$ cat config.mk
export PLATFORM = sky130hd
export DESIGN_NAME = fpAddUnit
export DESIGN_NICKNAME = d
export VERILOG_FILES = /design/src/design/fpAddPkg.sv /design/src/design/fpAddUnit.sv /design/src/design/fpAddRound.sv /design/src/design/fpAddExecute.sv /design/src/design/fpAddDecode.sv /design/src/design/fpAddIssue.sv
export SDC_FILE = /design/constraint.sdc
export NUM_CORES = 1
export LEC_CHECK = 0
export BUFFER_PORTS_ARGS = -buffer_cell sky130_fd_sc_hd__buf_2
export CORE_MARGIN = 4
export CORE_UTILIZATION = 25
export CTS_CLUSTER_DIAMETER = 120
export DETAILED_ROUTE_END_ITERATION = 10
export PLACE_DENSITY_LB_ADDON = 0.05
export SLEW_MARGIN = 20
export SYNTH_ARGS = -nofsm -noshare
export SYNTH_HDL_FRONTEND = slang
export SYNTH_HIERARCHICAL = 1
export SYNTH_SLANG_ARGS = --single-unit
$ cat constraint.sdc
create_clock -name clk -period 5.8 [get_ports clk]
set_clock_uncertainty 0.1 [all_clocks]
set_input_delay 1.16 -clock clk [delete_from_list [all_inputs] [get_ports clk]]
set_output_delay 1.16 -clock clk [all_outputs]
set_load 0.01 [all_outputs]
$ cat src/design/fpAddPkg.sv
package fpAddPkg;

	// FP16 field layout
	localparam int ExpWidth = 5;                  // Biased exponent field
	localparam int ManWidth = 10;                 // Stored mantissa, hidden bit excluded
	localparam int DataWidth = 16;                // Sign, exponent, mantissa
	localparam int ExpBias = 15;
	localparam int ExpInf = 2 * ExpBias + 1;      // All-ones exponent means infinity

	// Alignment window is hidden bit, mantissa and three extra bits
	localparam int ShiftMax = ManWidth + 4;       // Shift that empties the window

	// Flow control
	localparam int InFifoDepth = 4;               // Also the sender's starting credit
	localparam int FifoPtrWidth = $clog2(InFifoDepth);
	localparam int OutCreditInit = 4;             // Result slots granted at reset

	// Packed FP16 word
	typedef logic [DataWidth-1:0] fp16T;

	// Biased exponent plus one bit to catch overflow
	typedef logic [ExpWidth:0] expT;

	// Mantissa with hidden bit
	typedef logic [ManWidth:0] manT;

	// Carry, hidden bit, mantissa, guard, round, sticky
	typedef logic [ManWidth+4:0] alignT;

	// Holds 0 to OutCreditInit inclusive
	typedef logic [$clog2(OutCreditInit+1)-1:0] creditT;

endpackage
$ cat src/design/fpAddUnit.sv
`timescale 1ns/1ps

module fpAddUnit (
	input  logic           clk,
	input  logic           arstN,
	input  logic           inValid,
	input  fpAddPkg::fp16T inA,
	input  fpAddPkg::fp16T inB,
	input  logic           inOp,       // 1 subtracts
	input  logic           outCredit,  // One result slot freed
	output logic           inCredit,   // One input slot freed
	output logic           outValid,   // Three cycles after issue
	output fpAddPkg::fp16T outZ,
	output logic           outOvf
);
	// Issue to decode
	logic issueValid;
	fpAddPkg::fp16T issueA;
	fpAddPkg::fp16T issueB;
	logic issueOp;

	// Decode to execute
	logic decValid;
	logic decSignA;
	logic decSignB;
	logic decEffSub;
	logic decAGreater;
	fpAddPkg::expT decExp;
	fpAddPkg::manT decManBig;
	fpAddPkg::alignT decManSmall;

	// Execute to round
	logic exeValid;
	logic exeZero;
	logic exeSignA;
	logic exeSignB;
	logic exeEffSub;
	logic exeAGreater;
	fpAddPkg::expT exeNormE;
	logic [fpAddPkg::ManWidth-1:0] exeNormM;
	logic exeG;
	logic exeR;
	logic exeS;

	fpAddIssue i_issue (
		.clk, .arstN, .inValid, .inA, .inB, .inOp, .outCredit,
		.inCredit, .issueValid, .issueA, .issueB, .issueOp
	);

	fpAddDecode i_decode (
		.clk, .arstN, .issueValid, .issueA, .issueB, .issueOp,
		.decValid, .decSignA, .decSignB, .decEffSub, .decAGreater,
		.decExp, .decManBig, .decManSmall
	);

	fpAddExecute i_execute (
		.clk, .arstN, .decValid, .decSignA, .decSignB, .decEffSub, .decAGreater,
		.decExp, .decManBig, .decManSmall,
		.exeValid, .exeZero, .exeSignA, .exeSignB, .exeEffSub, .exeAGreater,
		.exeNormE, .exeNormM, .exeG, .exeR, .exeS
	);

	fpAddRound i_round (
		.clk, .arstN, .exeValid, .exeZero, .exeSignA, .exeSignB, .exeEffSub,
		.exeAGreater, .exeNormE, .exeNormM, .exeG, .exeR, .exeS,
		.outValid, .outZ, .outOvf
	);

endmodule

$ cat src/design/fpAddRound.sv
`timescale 1ns/1ps

module fpAddRound (
	input  logic                          clk,
	input  logic                          arstN,
	input  logic                          exeValid,
	input  logic                          exeZero,
	input  logic                          exeSignA,
	input  logic                          exeSignB,     // Effective sign of B
	input  logic                          exeEffSub,
	input  logic                          exeAGreater,
	input  fpAddPkg::expT                 exeNormE,
	input  logic [fpAddPkg::ManWidth-1:0] exeNormM,
	input  logic                          exeG,
	input  logic                          exeR,
	input  logic                          exeS,
	output logic                          outValid,
	output fpAddPkg::fp16T                outZ,
	output logic                          outOvf        // Exponent overflow
);
	logic [fpAddPkg::ManWidth:0] roundUpM;              // Extra bit catches the carry
	logic [fpAddPkg::ManWidth-1:0] roundM;
	fpAddPkg::expT roundE;
	logic roundUp;
	logic roundCarry;
	logic resSign;
	logic ovf;

	// Above half, or exactly half with odd lsb
	assign roundUp = exeG & (exeR | exeS | exeNormM[0]);
	assign roundUpM = {1'b0, exeNormM} + 1'b1;
	assign roundM = roundUp ? roundUpM[fpAddPkg::ManWidth-1:0] : exeNormM;
	assign roundCarry = roundUp & roundUpM[fpAddPkg::ManWidth];  // Mantissa wrapped to 0
	assign roundE = exeNormE + fpAddPkg::expT'(roundCarry);

	// Zero is negative only when both addends are
	assign resSign = exeZero ? (~exeEffSub & exeSignA)
		: (exeAGreater ? exeSignA : exeSignB);

	assign ovf = ~exeZero & (roundE >= fpAddPkg::ExpInf);

	always_ff @(posedge clk or negedge arstN) begin
		if (!arstN) begin
			outValid <= 1'b0;
		end else begin
			outValid <= exeValid;
		end
	end

	always_ff @(posedge clk) begin
		if (exeValid) begin
			outOvf <= ovf;
			if (exeZero) begin
				outZ <= {resSign, {(fpAddPkg::DataWidth - 1){1'b0}}};
			end else if (ovf) begin
				outZ <= {resSign, {fpAddPkg::ExpWidth{1'b1}}, {fpAddPkg::ManWidth{1'b0}}};
			end else begin
				outZ <= {resSign, roundE[fpAddPkg::ExpWidth-1:0], roundM};
			end
		end
	end

	// Execute clears G, R, S on zero so rounding can't carry
	assert property (@(posedge clk) disable iff (!arstN) (exeValid && exeZero) |-> !roundCarry)
		else $error("fpAddRound rounding carry on zero sum");

endmodule

$ cat src/design/fpAddExecute.sv
`timescale 1ns/1ps

module fpAddExecute (
	input  logic                          clk,
	input  logic                          arstN,
	input  logic                          decValid,
	input  logic                          decSignA,
	input  logic                          decSignB,
	input  logic                          decEffSub,
	input  logic                          decAGreater,
	input  fpAddPkg::expT                 decExp,
	input  fpAddPkg::manT                 decManBig,
	input  fpAddPkg::alignT               decManSmall,
	output logic                          exeValid,
	output logic                          exeZero,      // Zero sum or flushed result
	output logic                          exeSignA,
	output logic                          exeSignB,
	output logic                          exeEffSub,
	output logic                          exeAGreater,
	output fpAddPkg::expT                 exeNormE,     // Normalized exponent
	output logic [fpAddPkg::ManWidth-1:0] exeNormM,     // Hidden bit dropped
	output logic                          exeG,         // Guard
	output logic                          exeR,         // Round
	output logic                          exeS          // Sticky
);
	fpAddPkg::alignT bigExt;
	fpAddPkg::alignT sum;
	logic [fpAddPkg::ManWidth+3:0] normShift;          // Sum below the carry, left aligned
	logic [3:0] lzCnt;                                  // Leading zeros below the carry
	logic carry;
	logic exactZero;
	logic underflow;
	fpAddPkg::expT normE;
	logic [fpAddPkg::ManWidth-1:0] normM;
	logic g;
	logic r;
	logic s;

	// Big is never below small, so the difference stays positive
	assign bigExt = {1'b0, decManBig, 3'b000};
	assign sum = decEffSub ? (bigExt - decManSmall) : (bigExt + decManSmall);
	assign carry = sum[fpAddPkg::ManWidth+4];
	assign exactZero = (sum == '0);

	// Highest set bit wins
	always_comb begin
		lzCnt = '0;
		for (int i = 0; i < fpAddPkg::ShiftMax; i++) begin
			if (sum[i]) begin
				lzCnt = 4'(fpAddPkg::ShiftMax - 1 - i);
			end
		end
	end

	assign normShift = sum[fpAddPkg::ManWidth+3:0] << lzCnt;

	// Exponent would drop below 1
	assign underflow = !carry && !exactZero && (decExp <= fpAddPkg::expT'(lzCnt));

	always_comb begin
		if (carry) begin
			normE = decExp + 1'b1;                    // One place right
			normM = sum[fpAddPkg::ManWidth+3:4];
			g = sum[3];
			r = sum[2];
			s = sum[1] | sum[0];                      // Lost bit joins sticky
		end else begin
			normE = decExp - fpAddPkg::expT'(lzCnt);
			normM = normShift[fpAddPkg::ManWidth+2:3];
			g = normShift[2];
			r = normShift[1];
			s = normShift[0];
		end
		if (exactZero || underflow) begin
			normE = '0;                               // Clean zero, no rounding
			normM = '0;
			g = 1'b0;
			r = 1'b0;
			s = 1'b0;
		end
	end

	always_ff @(posedge clk or negedge arstN) begin
		if (!arstN) begin
			exeValid <= 1'b0;
		end else begin
			exeValid <= decValid;
		end
	end

	always_ff @(posedge clk) begin
		if (decValid) begin
			exeZero <= exactZero | underflow;         // Flush shares the zero path
			exeSignA <= decSignA;
			exeSignB <= decSignB;
			exeEffSub <= decEffSub;
			exeAGreater <= decAGreater;
			exeNormE <= normE;
			exeNormM <= normM;
			exeG <= g;
			exeR <= r;
			exeS <= s;
		end
	end

endmodule

$ cat src/design/fpAddDecode.sv
`timescale 1ns/1ps

module fpAddDecode (
	input  logic            clk,
	input  logic            arstN,
	input  logic            issueValid,
	input  fpAddPkg::fp16T  issueA,
	input  fpAddPkg::fp16T  issueB,
	input  logic            issueOp,       // 1 subtracts
	output logic            decValid,
	output logic            decSignA,
	output logic            decSignB,      // Effective sign after op
	output logic            decEffSub,     // Signs differ
	output logic            decAGreater,   // |A| >= |B|
	output fpAddPkg::expT   decExp,        // Exponent of larger operand
	output fpAddPkg::manT   decManBig,
	output fpAddPkg::alignT decManSmall    // Aligned with guard, round, sticky
);
	logic [fpAddPkg::ExpWidth-1:0] expA;
	logic [fpAddPkg::ExpWidth-1:0] expB;
	logic [fpAddPkg::ExpWidth-1:0] expBig;
	logic [fpAddPkg::ExpWidth-1:0] expDiff;
	fpAddPkg::manT manA;
	fpAddPkg::manT manB;
	fpAddPkg::manT manBig;
	fpAddPkg::manT manSmall;
	logic signA;
	logic signB;
	logic aGreater;
	logic [3:0] shiftAmt;                            // Saturated alignment shift
	logic [fpAddPkg::ManWidth+3:0] smallExt;         // Small mantissa with three zero bits
	logic [fpAddPkg::ManWidth+3:0] smallShift;
	logic [fpAddPkg::ManWidth+3:0] lostMask;         // Bits pushed off the bottom
	logic sticky;
	fpAddPkg::alignT aligned;

	// Unpack
	assign expA = issueA[fpAddPkg::DataWidth-2 -: fpAddPkg::ExpWidth];
	assign expB = issueB[fpAddPkg::DataWidth-2 -: fpAddPkg::ExpWidth];
	assign signA = issueA[fpAddPkg::DataWidth-1];
	assign signB = issueB[fpAddPkg::DataWidth-1] ^ issueOp;  // Subtract flips B

	// Zero exponent field flushes to zero, hidden bit otherwise
	assign manA = (expA == '0) ? '0 : {1'b1, issueA[fpAddPkg::ManWidth-1:0]};
	assign manB = (expB == '0) ? '0 : {1'b1, issueB[fpAddPkg::ManWidth-1:0]};

	// Order by magnitude, exponent first then mantissa
	assign aGreater = ({expA, manA} >= {expB, manB});
	assign expBig = aGreater ? expA : expB;
	assign expDiff = aGreater ? (expA - expB) : (expB - expA);  // Never negative
	assign manBig = aGreater ? manA : manB;
	assign manSmall = aGreater ? manB : manA;

	// Past the window everything lands in sticky
	assign shiftAmt = (expDiff > fpAddPkg::ShiftMax) ? 4'(fpAddPkg::ShiftMax) : expDiff[3:0];

	assign smallExt = {manSmall, 3'b000};
	assign smallShift = smallExt >> shiftAmt;
	assign lostMask = ~({(fpAddPkg::ManWidth + 4){1'b1}} << shiftAmt);  // Low shiftAmt ones
	assign sticky = |(smallExt & lostMask);

	// Carry slot on top, lost bits folded into the bottom bit
	assign aligned = {1'b0, smallShift[fpAddPkg::ManWidth+3:1], smallShift[0] | sticky};

	always_ff @(posedge clk or negedge arstN) begin
		if (!arstN) begin
			decValid <= 1'b0;
		end else begin
			decValid <= issueValid;
		end
	end

	always_ff @(posedge clk) begin
		if (issueValid) begin
			decSignA <= signA;
			decSignB <= signB;
			decEffSub <= signA ^ signB;
			decAGreater <= aGreater;
			decExp <= {1'b0, expBig};                // Room for overflow later
			decManBig <= manBig;
			decManSmall <= aligned;
		end
	end

endmodule

$ cat src/design/fpAddIssue.sv
`timescale 1ns/1ps

module fpAddIssue (
	input  logic           clk,
	input  logic           arstN,
	input  logic           inValid,     // Push, sender holds a credit
	input  fpAddPkg::fp16T inA,
	input  fpAddPkg::fp16T inB,
	input  logic           inOp,        // 1 subtracts
	input  logic           outCredit,   // Consumer freed one result slot
	output logic           inCredit,    // Pop pulse, one credit back to sender
	output logic           issueValid,
	output fpAddPkg::fp16T issueA,
	output fpAddPkg::fp16T issueB,
	output logic           issueOp
);
	fpAddPkg::fp16T memA [fpAddPkg::InFifoDepth];    // Operand A storage
	fpAddPkg::fp16T memB [fpAddPkg::InFifoDepth];    // Operand B storage
	logic memOp [fpAddPkg::InFifoDepth];
	logic [fpAddPkg::FifoPtrWidth-1:0] wrPtr;
	logic [fpAddPkg::FifoPtrWidth-1:0] rdPtr;
	fpAddPkg::creditT fillCnt;                      // Entries held
	fpAddPkg::creditT creditCnt;                    // Free result slots downstream
	logic fifoFull;
	logic pop;

	assign fifoFull = (fillCnt == fpAddPkg::creditT'(fpAddPkg::InFifoDepth));
	assign pop = (fillCnt != '0) && (creditCnt != '0);  // Slot reserved before issue

	assign issueValid = pop;
	assign inCredit = pop;                          // Same cycle as the pop
	assign issueA = memA[rdPtr];                    // Head of FIFO
	assign issueB = memB[rdPtr];
	assign issueOp = memOp[rdPtr];

	always_ff @(posedge clk) begin
		if (inValid) begin
			memA[wrPtr] <= inA;
			memB[wrPtr] <= inB;
			memOp[wrPtr] <= inOp;
		end
	end

	always_ff @(posedge clk or negedge arstN) begin
		if (!arstN) begin
			wrPtr <= '0;
			rdPtr <= '0;
			fillCnt <= '0;
			creditCnt <= fpAddPkg::creditT'(fpAddPkg::OutCreditInit);
		end else begin
			if (inValid) begin
				wrPtr <= wrPtr + 1'b1;                  // Wraps, depth is a power of two
			end
			if (pop) begin
				rdPtr <= rdPtr + 1'b1;
			end
			fillCnt <= fillCnt + fpAddPkg::creditT'(inValid) - fpAddPkg::creditT'(pop);
			creditCnt <= creditCnt - fpAddPkg::creditT'(pop)
				+ fpAddPkg::creditT'(outCredit);          // Spend and return may coincide
		end
	end

	// Sender only pushes into space it was granted
	assert property (@(posedge clk) disable iff (!arstN) inValid |-> (!fifoFull || pop))
		else $error("fpAddIssue push while FIFO full");

	// Consumer never returns more slots than it was given
	assert property (@(posedge clk) disable iff (!arstN)
		creditCnt <= fpAddPkg::creditT'(fpAddPkg::OutCreditInit))
		else $error("fpAddIssue credit count above init");

endmodule

==> results of run 1 <==
-- kinds of logic after synthesis --
logic type               Yosys count  synth area share
buffers and inverters            100           0.03981
adder cells (fa/ha/maj)           64           0.06531
AND/OR/NAND/NOR                  296            0.1225
multiplexers                      85            0.1024
other                              1         0.0002896
XOR/XNOR                          37           0.02560
AO/OA/AOI/OAI                    241            0.1388
flip-flops                       220            0.5052
-- cells in the final DEF (no fill, tap or decap), types with 26 or more instances in the layout --
cell,count
inv_1,55
ha_1,58
nor2_1,48
edfxtp_1,207
nand3_1,34
a21oi_1,36
o21ai_0,51
mux4_2,29
buf_2,55
buf_4,41
nand2_1,85
mux2i_1,38
clkbuf_16,26
-- area by class of cell --
cell class | count | area (um2)
Clock buffer | 36 | 718.2
Tap cell | 680 | 850.8
Inverter | 60 | 235.2
Fill cell | 5304 | 36320
Multi-Input combinational cell | 725 | 5929
Clock inverter | 11 | 115.1
Sequential cell | 220 | 6545
Timing Repair Buffer | 96 | 583.1
-- state kept, by name, indices dropped and copies added (netlist names), 2 cells and up --
name                  cells
i_decode/decExp           5
i_decode/decManBig       11
i_decode/decManSmall     14
i_execute/exeNormE        6
i_execute/exeNormM       10
i_issue/creditCnt         3
i_issue/fillCnt           3
i_issue/memA             64
i_issue/memB             64
i_issue/memOp             4
i_issue/rdPtr             2
i_issue/wrPtr             2
i_round/outZ             16
-- worst max-delay path: cells and delay by family (launching register included) --
kind	cells	cell delay [ns]
multiplexers	2	0.59
adder cells (fa/ha/maj)	3	0.90
AND/OR/NAND/NOR	6	1.53
AO/OA/AOI/OAI	7	1.52
buffers and inverters	2	0.14
flip-flops	1	0.38
-- per-stage QoR --
step                hold WS (ns)  setup WS (ns)    util
floorplan                 0.3003          1.041       -
global placement          0.3044         0.1446  0.2748
detailed placement        0.3084         0.2129  0.2748
CTS                       0.3214         0.2029  0.2911
global route              0.3394         0.1128  0.2919
finish                    0.3187         0.3905  0.2919
-- metal layers --
layer,up-vias,wire [um],part of all wire,global-route usage
met5,-,0,0,0
met4,0,709,0.020,0.03079
met3,48,1181,0.033,0.01628
met2,150,17170,0.48,0.2110
met1,4367,16410,0.46,0.1678
li1,4206,-,-,-
-- final timing paths --
path                       depth (start not counted)               endpoint  slack [ns]
min reg2reg                                        0     i_execute/exeSignA        0.32
max in group asynchronous                          1   i_issue/creditCnt[2]        4.90
min in group asynchronous                          1       i_issue/wrPtr[1]        0.40
max reg2reg                                       20  i_execute/exeNormE[4]        0.39
max                                               20  i_execute/exeNormE[4]        0.39
min                                                0     i_execute/exeSignA        0.32
-- timing repair --
item	CTS	global route
resized for setup	0	4
setup buffers	0	3
endpoints found under the setup margin	0	12
==> summary.md, run 1 <==
| Metric | Value |
|---|---|
| Final wirelength | 35,470 um |
| Area grow syn2layout | 15.65% |
| CP Launch Point | i_decode/decManSmall[3] |
| DRC viols | 0 |
| DP Area | 14,100 um2 |
| Area contributors post-synth | edfxtp_1 (48%), ha_1 (5.6%), mux4_2 (5.0%) |
| Fin crit share | 0.9327 |
| Ys flop type | edfxtp_1 |
| Die X-Extent | 235.6 um |
| EDFF count, synth | 207 |
| Slew Viols, Final | 0 |
| Clk root buf | clkbuf_16 |
| Count of different cell masters after synthesis | 111 |
| Slew HR | 0.3205 |
| Crit path cell chain | ha_1 -> inv_1 -> fa_1 -> or2_2 -> a211o_1 -> a31oi_1 -> a221oi_1 -> mux2i_1 -> nand3_4 -> and3b_1 -> inv_4 -> ha_1 -> nor2b_1 -> o21ai_0 -> nand2b_1 -> a211o_1 -> o31ai_1 -> nand2b_1 -> o22a_1 -> mux2i_1 |
| Status | finished clean |
| Die area | 55,510 um2 |
| Vias in the first global route | 9,080 |
| Top Ports | 56 |
| Worst-path fanout max | 9 |
| Overall die height | 235.6 um |
| Initial antenna violation count | 0 |
| Gate Count Post-Synth | 1,044 |
| Avg Synthesized Cell Area | 12.40 um2 |
| Placeable Area | 51,300 um2 |
| Max Cap Viol | 0 |
| Largest net degree at the start of global routing | 37 |
| RSZ-0062 raised after global routing | no |
| FMAX | 184.9 MHz |
| Share of cells above drive strength 1 | 0.2108 |
| Std-Cell Rows | 83 |
| Design area | 14,980 um2 |
| Placer Congestion | 0.8033 |
| Flops & latches, synth | 220 |
| Setup-failing EPs final | 0 |
| Reg2reg start | i_decode/decManSmall[3] |
| Synth warn | 6 |
| Placed Cells | 1,778 |
| All-layer global routing usage | 0.1239 |
| # nets final | 1,230 |
| Synth cell count leaders | edfxtp_1 (207), nand2_1 (85), ha_1 (58) |
| IO buf count | 55 |
| Slowest cell on crit path | mux2i_1 |
| Crit-path max cell delay | 0.53 ns |
| Hold buffers post-CTS | 0 |
| First-pass GRT wire length | 55,060 um |
| Initial Utilization | 0.2524 |
| Drt pass-1 iters | 6 |
| Crit path launch type | flop |
| Beginning of the worst hold path | i_decode/decSignA |
| N_diodes | 0 |
| DRT iter0 DRCs | 625 |
| Grt total ovfl | 0 |
| Arrival time at the worst endpoint | 5.60 ns |
| Async SR Flop Fraction | 0.05909 |
| Worst skew pair latency | 0.55 ns |
| Least-Margin Pin Slew | 1.019 ns |
| CP Data Required Time | 5.99 ns |
| Final hold violation count | 0 |
| Non-filler cells, final | 1,828 |
| Worst setup path category | flop to flop |
| Top-area cell type share of the netlist area | 0.4800 |
| CTS Buffer Depth | 3 |
| Vias per cell | 4.798 |
| Clock sinks | 220 |
| Period minus WS final | 5.409 ns |
| Final HPWL DP | 26,570 um |
| Cts bufs inserted | 26 |
| Worst min-delay path class | flop to flop |
| Vias | 8,771 |
| Max H-tree Level | 1 |
| Top-count cell post-synth | edfxtp_1 |
| Worst-path clk slew | 0.06 ns |
| DRT antenna net count | 0 |
| Largest area contributor in the netlist | edfxtp_1 |
| Mapped Area | 12,950 um2 |
| TritonCTS clock tree | built |
| TNS Setup | 0 ns |
| Sequential fraction of the synthesis area | 0.5052 |
| CP endpoint kind | flop |
| Drt wl/cell | 19.41 um |
Power of run 1 is not shown: default switching activity piles up to over one toggle a cycle in this logic, so the estimate is an artifact.
==> run 2: changes to the inputs <==
--- a/config.mk
+++ b/config.mk
@@ -5,7 +5,7 @@
 export SDC_FILE = /design/constraint.sdc
 export NUM_CORES = 1
 export LEC_CHECK = 0
-export BUFFER_PORTS_ARGS = -buffer_cell sky130_fd_sc_hd__buf_2
+export BUFFER_PORTS_ARGS = -buffer_cell sky130_fd_sc_hd__buf_4
 export CORE_MARGIN = 4
 export CORE_UTILIZATION = 25
 export CTS_CLUSTER_DIAMETER = 120
==> summary.md, run 2 (synthesized netlist as in run 1, its figures left out) <==
| Metric | Value |
|---|---|
| DRT antenna net count | 0 |
| Hold_ws | 0.3174 ns |
| Vias | 8,840 |
| Grt total ovfl | 0 |
| Hold depth | 0 |
| IO buf count | 55 |
| Slew Viols, Final | 0 |
| FMAX | 184.6 MHz |
| Initial antenna violation count | 0 |
| Area grow syn2layout | 17.72% |
| CP Data Required Time | 5.98 ns |
| Vias per cell | 4.799 |
| Design area | 15,240 um2 |
| RSZ-0062 raised after global routing | no |
| CP endpoint kind | flop |
| DRC viols | 0 |
| Std-Cell Rows | 83 |
| Clock sinks | 220 |
| Worst setup path category | flop to flop |
| Placeable Area | 51,300 um2 |
| Crit path launch type | flop |
| Final HPWL DP | 27,040 um |
| Drt wl/cell | 19.46 um |
| TNS Setup | 0 ns |
| Reg2reg start | i_decode/decManSmall[3] |
| Least-Margin Pin Slew | 1.033 ns |
| Hold Path Sink | i_execute/exeSignB |
| Vias in the first global route | 9,247 |
| Cts bufs inserted | 28 |
| Worst min-delay path class | flop to flop |
| Status | finished clean |
| Slew HR | 0.3113 |
| Final hold violation count | 0 |
| Top Ports | 56 |
| Die area | 55,510 um2 |
| Share of cells above drive strength 1 | 0.2186 |
| Met2 Use GR | 0.2150 |
| DRT iter0 DRCs | 574 |
| Max Cap Viol | 0 |
| Die X-Extent | 235.6 um |
| Top flop regs | i_issue/memA x64, i_issue/memB x64, i_round/outZ x16 |
| Fin crit share | 0.9341 |
| Beginning of the worst hold path | i_decode/decSignB |
| Period minus WS final | 5.418 ns |
| Gr busiest metal | met2 |
| Crit-path max cell delay | 0.51 ns |
| Post-CTS setup repair buffer count | 0 |
| All-layer global routing usage | 0.1266 |
| Setup-failing EPs final | 0 |
| Overall die height | 235.6 um |
| R2R depth | 20 |
| Placer Congestion | 0.8009 |
| Commonest non-fill, non-tap cells in the layout | edfxtp_1 (207), buf_4 (104), nand2_1 (85) |
| DP Area | 14,340 um2 |
| TritonCTS clock tree | built |
| Reg2reg setup slack | 0.38 ns |
| First-pass GRT wire length | 56,230 um |
| N_diodes | 0 |
| Worst-path clk slew | 0.06 ns |
| Final wirelength | 35,840 um |
| Hold buffers post-CTS | 0 |
| CTS Buffer Depth | 3 |
| Worst skew pair latency | 0.56 ns |
| Largest net degree at the start of global routing | 37 |
| Met3 global-route usage | 0.01582 |
| Slowest cell on crit path | mux2i_1 |
| Commonest non-fill, non-tap cell in the layout | edfxtp_1 |
| Reg-to-reg endpoint | i_execute/exeNormE[4] |
| # nets final | 1,241 |
| Clk root buf | clkbuf_16 |
| Drt pass-1 iters | 5 |
| Max H-tree Level | 1 |
| Crit path cell chain | ha_1 -> inv_1 -> fa_1 -> or2_2 -> a211o_1 -> a31oi_1 -> a221oi_1 -> mux2i_1 -> nand3_4 -> and3b_1 -> inv_4 -> ha_1 -> nor2b_1 -> o21ai_0 -> nand2b_1 -> a211o_1 -> o31ai_1 -> nand2b_1 -> o22a_1 -> mux2i_1 |
| Initial Utilization | 0.2524 |
| Met1 Use GR | 0.1713 |
| Worst-path fanout max | 9 |
| Arrival time at the worst endpoint | 5.60 ns |
==> run 2: how the worst max path moves through the flow <==
stage | start | to | cells past startpoint
after CTS | i_decode/decManSmall[0] | i_execute/exeNormM[5] | 19
final | i_decode/decManSmall[3] | i_execute/exeNormE[4] | 20
after floorplan | i_issue/rdPtr[0] | i_decode/decManSmall[1] | 19
after detailed placement | i_decode/decManSmall[0] | i_execute/exeNormM[5] | 19
after global placement | i_decode/decManSmall[0] | i_execute/exeNormM[5] | 19
after global routing | i_decode/decManSmall[0] | i_execute/exeNormE[4] | 20
==> run 2: final cells by class <==
type / instances / area, um2
clock inverter: 16 / 141.4
inverter: 60 / 235.2
tap: 680 / 850.8
clock buffer: 36 / 752.0
multi-input combinational: 725 / 5921
fill: 5251 / 36060
sequential: 220 / 6544
timing repair buffer: 105 / 800.8
==> run 2: worst max-delay path, delay by kind of cell (launching register included) <==
family / cells / cell delay, ns
buffers and inverters: 2 / 0.15
adders and majority gates: 3 / 0.92
DFF: 1 / 0.37
muxes: 2 / 0.57
AOI/OAI and AO/OA: 7 / 1.50
and+or+nand+nor: 6 / 1.51
==> run 2: metrics by stage <==
stage | utilization | setup slack, ns | std cells
global route | 0.2972 | 0.01587 | 1842
floorplan | - | 1.041 | 1045
detailed placement | 0.2795 | 0.2655 | 1790
finish | 0.2972 | 0.3824 | 1842
global placement | 0.2795 | 0.2130 | 1790
CTS | 0.2969 | 0.1942 | 1842
==> run 2: metal layers <==
metal	share of wire	wire length, um
met5	0	0
met3	0.033	1166
met2	0.48	17180
met4	0.024	868
met1	0.46	16620
==> run 2: what timing repair did <==
item / CTS / global route
endpoints found under the hold margin: 0 / 0
endpoints found under the setup margin: 0 / 11
resized for setup: 0 / 4
Power of run 2 is left out for the same reason.
==> run 3: changes to the inputs <==
--- a/config.mk
+++ b/config.mk
@@ -5,6 +5,7 @@
 export SDC_FILE = /design/constraint.sdc
 export NUM_CORES = 1
 export LEC_CHECK = 0
+export ABC_AREA = 1
 export BUFFER_PORTS_ARGS = -buffer_cell sky130_fd_sc_hd__buf_4
 export CORE_MARGIN = 4
 export CORE_UTILIZATION = 25
==> summary.md, run 3 <==
| Metric | Value |
|---|---|
| Initial antenna violation count | 1 |
| Flops & latches, synth | 220 |
| Worst-path clk slew | 0.06 ns |
| Largest net degree at the start of global routing | 42 |
| Share of cells above drive strength 1 | 0.1236 |
| CP Data Required Time | 6.00 ns |
| Top Ports | 56 |
| Area contributors post-synth | edfxtp_1 (46%), nand2_1 (13%), inv_1 (6.5%) |
| Overall die height | 239.3 um |
| Vias per cell | 4.373 |
| Placer Congestion | 0.8354 |
| Crit path max-delay family | simple AND/OR/NAND/NOR gates |
| Area grow syn2layout | 14.76% |
| Hold buffers post-CTS | 0 |
| Crit path launch type | flop |
| All-layer global routing usage | 0.1258 |
| FMAX | 197.3 MHz |
| Slew HR | 0.3173 |
| Synth warn | 6 |
| Final hold violation count | 0 |
| DRT iter0 DRCs | 411 |
| Worst skew pair latency | 0.57 ns |
| Fin crit share | 0.8737 |
| Max H-tree Level | 1 |
| Avg Synthesized Cell Area | 8.691 um2 |
| Worst setup path category | flop to flop |
| IO buf count | 55 |
| Final HPWL DP | 26,850 um |
| Multi-input logic area | 5572 um2 |
| Top-area cell type share of the netlist area | 0.4647 |
| Sequential fraction of the synthesis area | 0.4891 |
| Std-Cell Rows | 84 |
| Commonest non-fill, non-tap cells in the layout | nand2_1 (464), inv_1 (231), edfxtp_1 (207) |
| Worst-path fanout max | 37 |
| Least-Margin Pin Slew | 1.024 ns |
| Max Cap Viol | 0 |
| Worst min-delay path class | input port to async pin |
| RSZ-0062 raised after global routing | no |
| Cts bufs inserted | 28 |
| Clk root buf | clkbuf_16 |
| Period minus WS final | 5.068 ns |
| N_diodes | 0 |
| DRC viols | 0 |
| Crit path buf inv count | 4 |
| Slew Viols, Final | 0 |
| TritonCTS clock tree | built |
| Vias in the first global route | 9,857 |
| Count of different cell masters after synthesis | 53 |
| Grt total ovfl | 0 |
| Register area | 6544 um2 |
| CTS Buffer Depth | 3 |
| Die area | 57,270 um2 |
| Mapped Area | 13,380 um2 |
| Finished Core Util | 0.2909 |
| TNS Setup | 0 ns |
| Drt wl/cell | 15.86 um |
| Crit-path max cell delay | 0.46 ns |
| Commonest non-fill, non-tap cell in the layout | nand2_1 |
| Cell count along the critical path | 28 |
| First-pass GRT wire length | 57,060 um |
| Arrival time at the worst endpoint | 5.26 ns |
| Async SR Flop Fraction | 0.05909 |
| Top flop regs | i_issue/memA x64, i_issue/memB x64, i_round/outZ x16 |
| Largest area contributor in the netlist | edfxtp_1 |
| Vias | 10,050 |
| EDFF count, synth | 207 |
| Synth cell count leaders | nand2_1 (464), inv_1 (231), edfxtp_1 (207) |
| Clock sinks | 220 |
| Top-count cell post-synth | nand2_1 |
| R2R depth | 28 |
| Die X-Extent | 239.3 um |
| Final wirelength | 36,450 um |
| Gate Count Post-Synth | 1,539 |
| FILL cells | 5,664 |
| CP dominant cell by count | nand2_1 |
| Status | finished clean |
| Placeable Area | 52,760 um2 |
| Initial Utilization | 0.2535 |
| Slowest cell on crit path | dfrtp_2 |
| Ys flop type | edfxtp_1 |
| DRT antenna net count | 0 |
| CP endpoint kind | flop |
| Post-CTS setup repair buffer count | 0 |
| # nets final | 1,689 |
| Setup-failing EPs final | 0 |
| Post-cts resize count | 0 |
| Drt pass-1 iters | 5 |
## run 3: layout make-up
cell class              instances  share of cell area
clock buffers                  33             0.04687
clock inverters                19             0.01133
inverters                     249             0.06089
multi-input cells            1018              0.3630
flip-flops and latches        220              0.4263
well taps                     688             0.05608
repair buffers                 71             0.03554
## run 3: worst paths after layout
path                       slack, ns              start                      end
setup reg to reg                0.73   i_issue/rdPtr[0]  i_decode/decManSmall[0]
min in group clk                0.33  i_decode/decSignA       i_execute/exeSignA
hold reg to reg                 0.33  i_decode/decSignA       i_execute/exeSignA
setup / recovery                0.73   i_issue/rdPtr[0]  i_decode/decManSmall[0]
hold / removal                  0.33              arstN         i_issue/rdPtr[0]
max in group asynchronous       5.01              arstN     i_issue/creditCnt[2]
## run 3: routing by layer
metal  vias up  part of all wire  track usage  wire [um]
met2       134              0.48       0.2143      17380
li1       5167                 -            -          -
met4         0             0.021      0.02797        749
met3        36             0.030      0.01854       1096
met5         -                 0            0          0
met1      4713              0.47       0.1702      17220
## run 3: worst register-to-register path: cells and delay by family, from the launching register on
kind	cells	cell delay, ns
and+or+nand+nor	21	2.80
buffers and inverters	4	0.87
DFF	1	0.46
adders and majority gates	1	0.31
AOI/OAI and AO/OA	2	0.22
## run 3: stage by stage
stage / cell area, um2 / worst slack [ns] / std cells / hold WS (ns)
global placement: 14460 / 0.6744 / 2246 / 0.3038
detailed placement: 14460 / 0.6305 / 2246 / 0.3075
global route: 15350 / 0.05016 / 2298 / 0.3123
CTS: 15350 / 0.5985 / 2298 / 0.3001
finish: 15350 / 0.7324 / 2298 / 0.3288
floorplan: 13380 / 1.955 / 1540 / 0.3003
## run 3: cells by family after synthesis
family / share of synthesized area
fa+ha+maj: 0.06324
buf+inv: 0.09457
other cells: 0.0002804
simple gates: 0.2419
flops: 0.4891
mux: 0.001497
xor+xnor: 0.01637
compound gates: 0.09298
Power of run 3 is left out for the same reason.
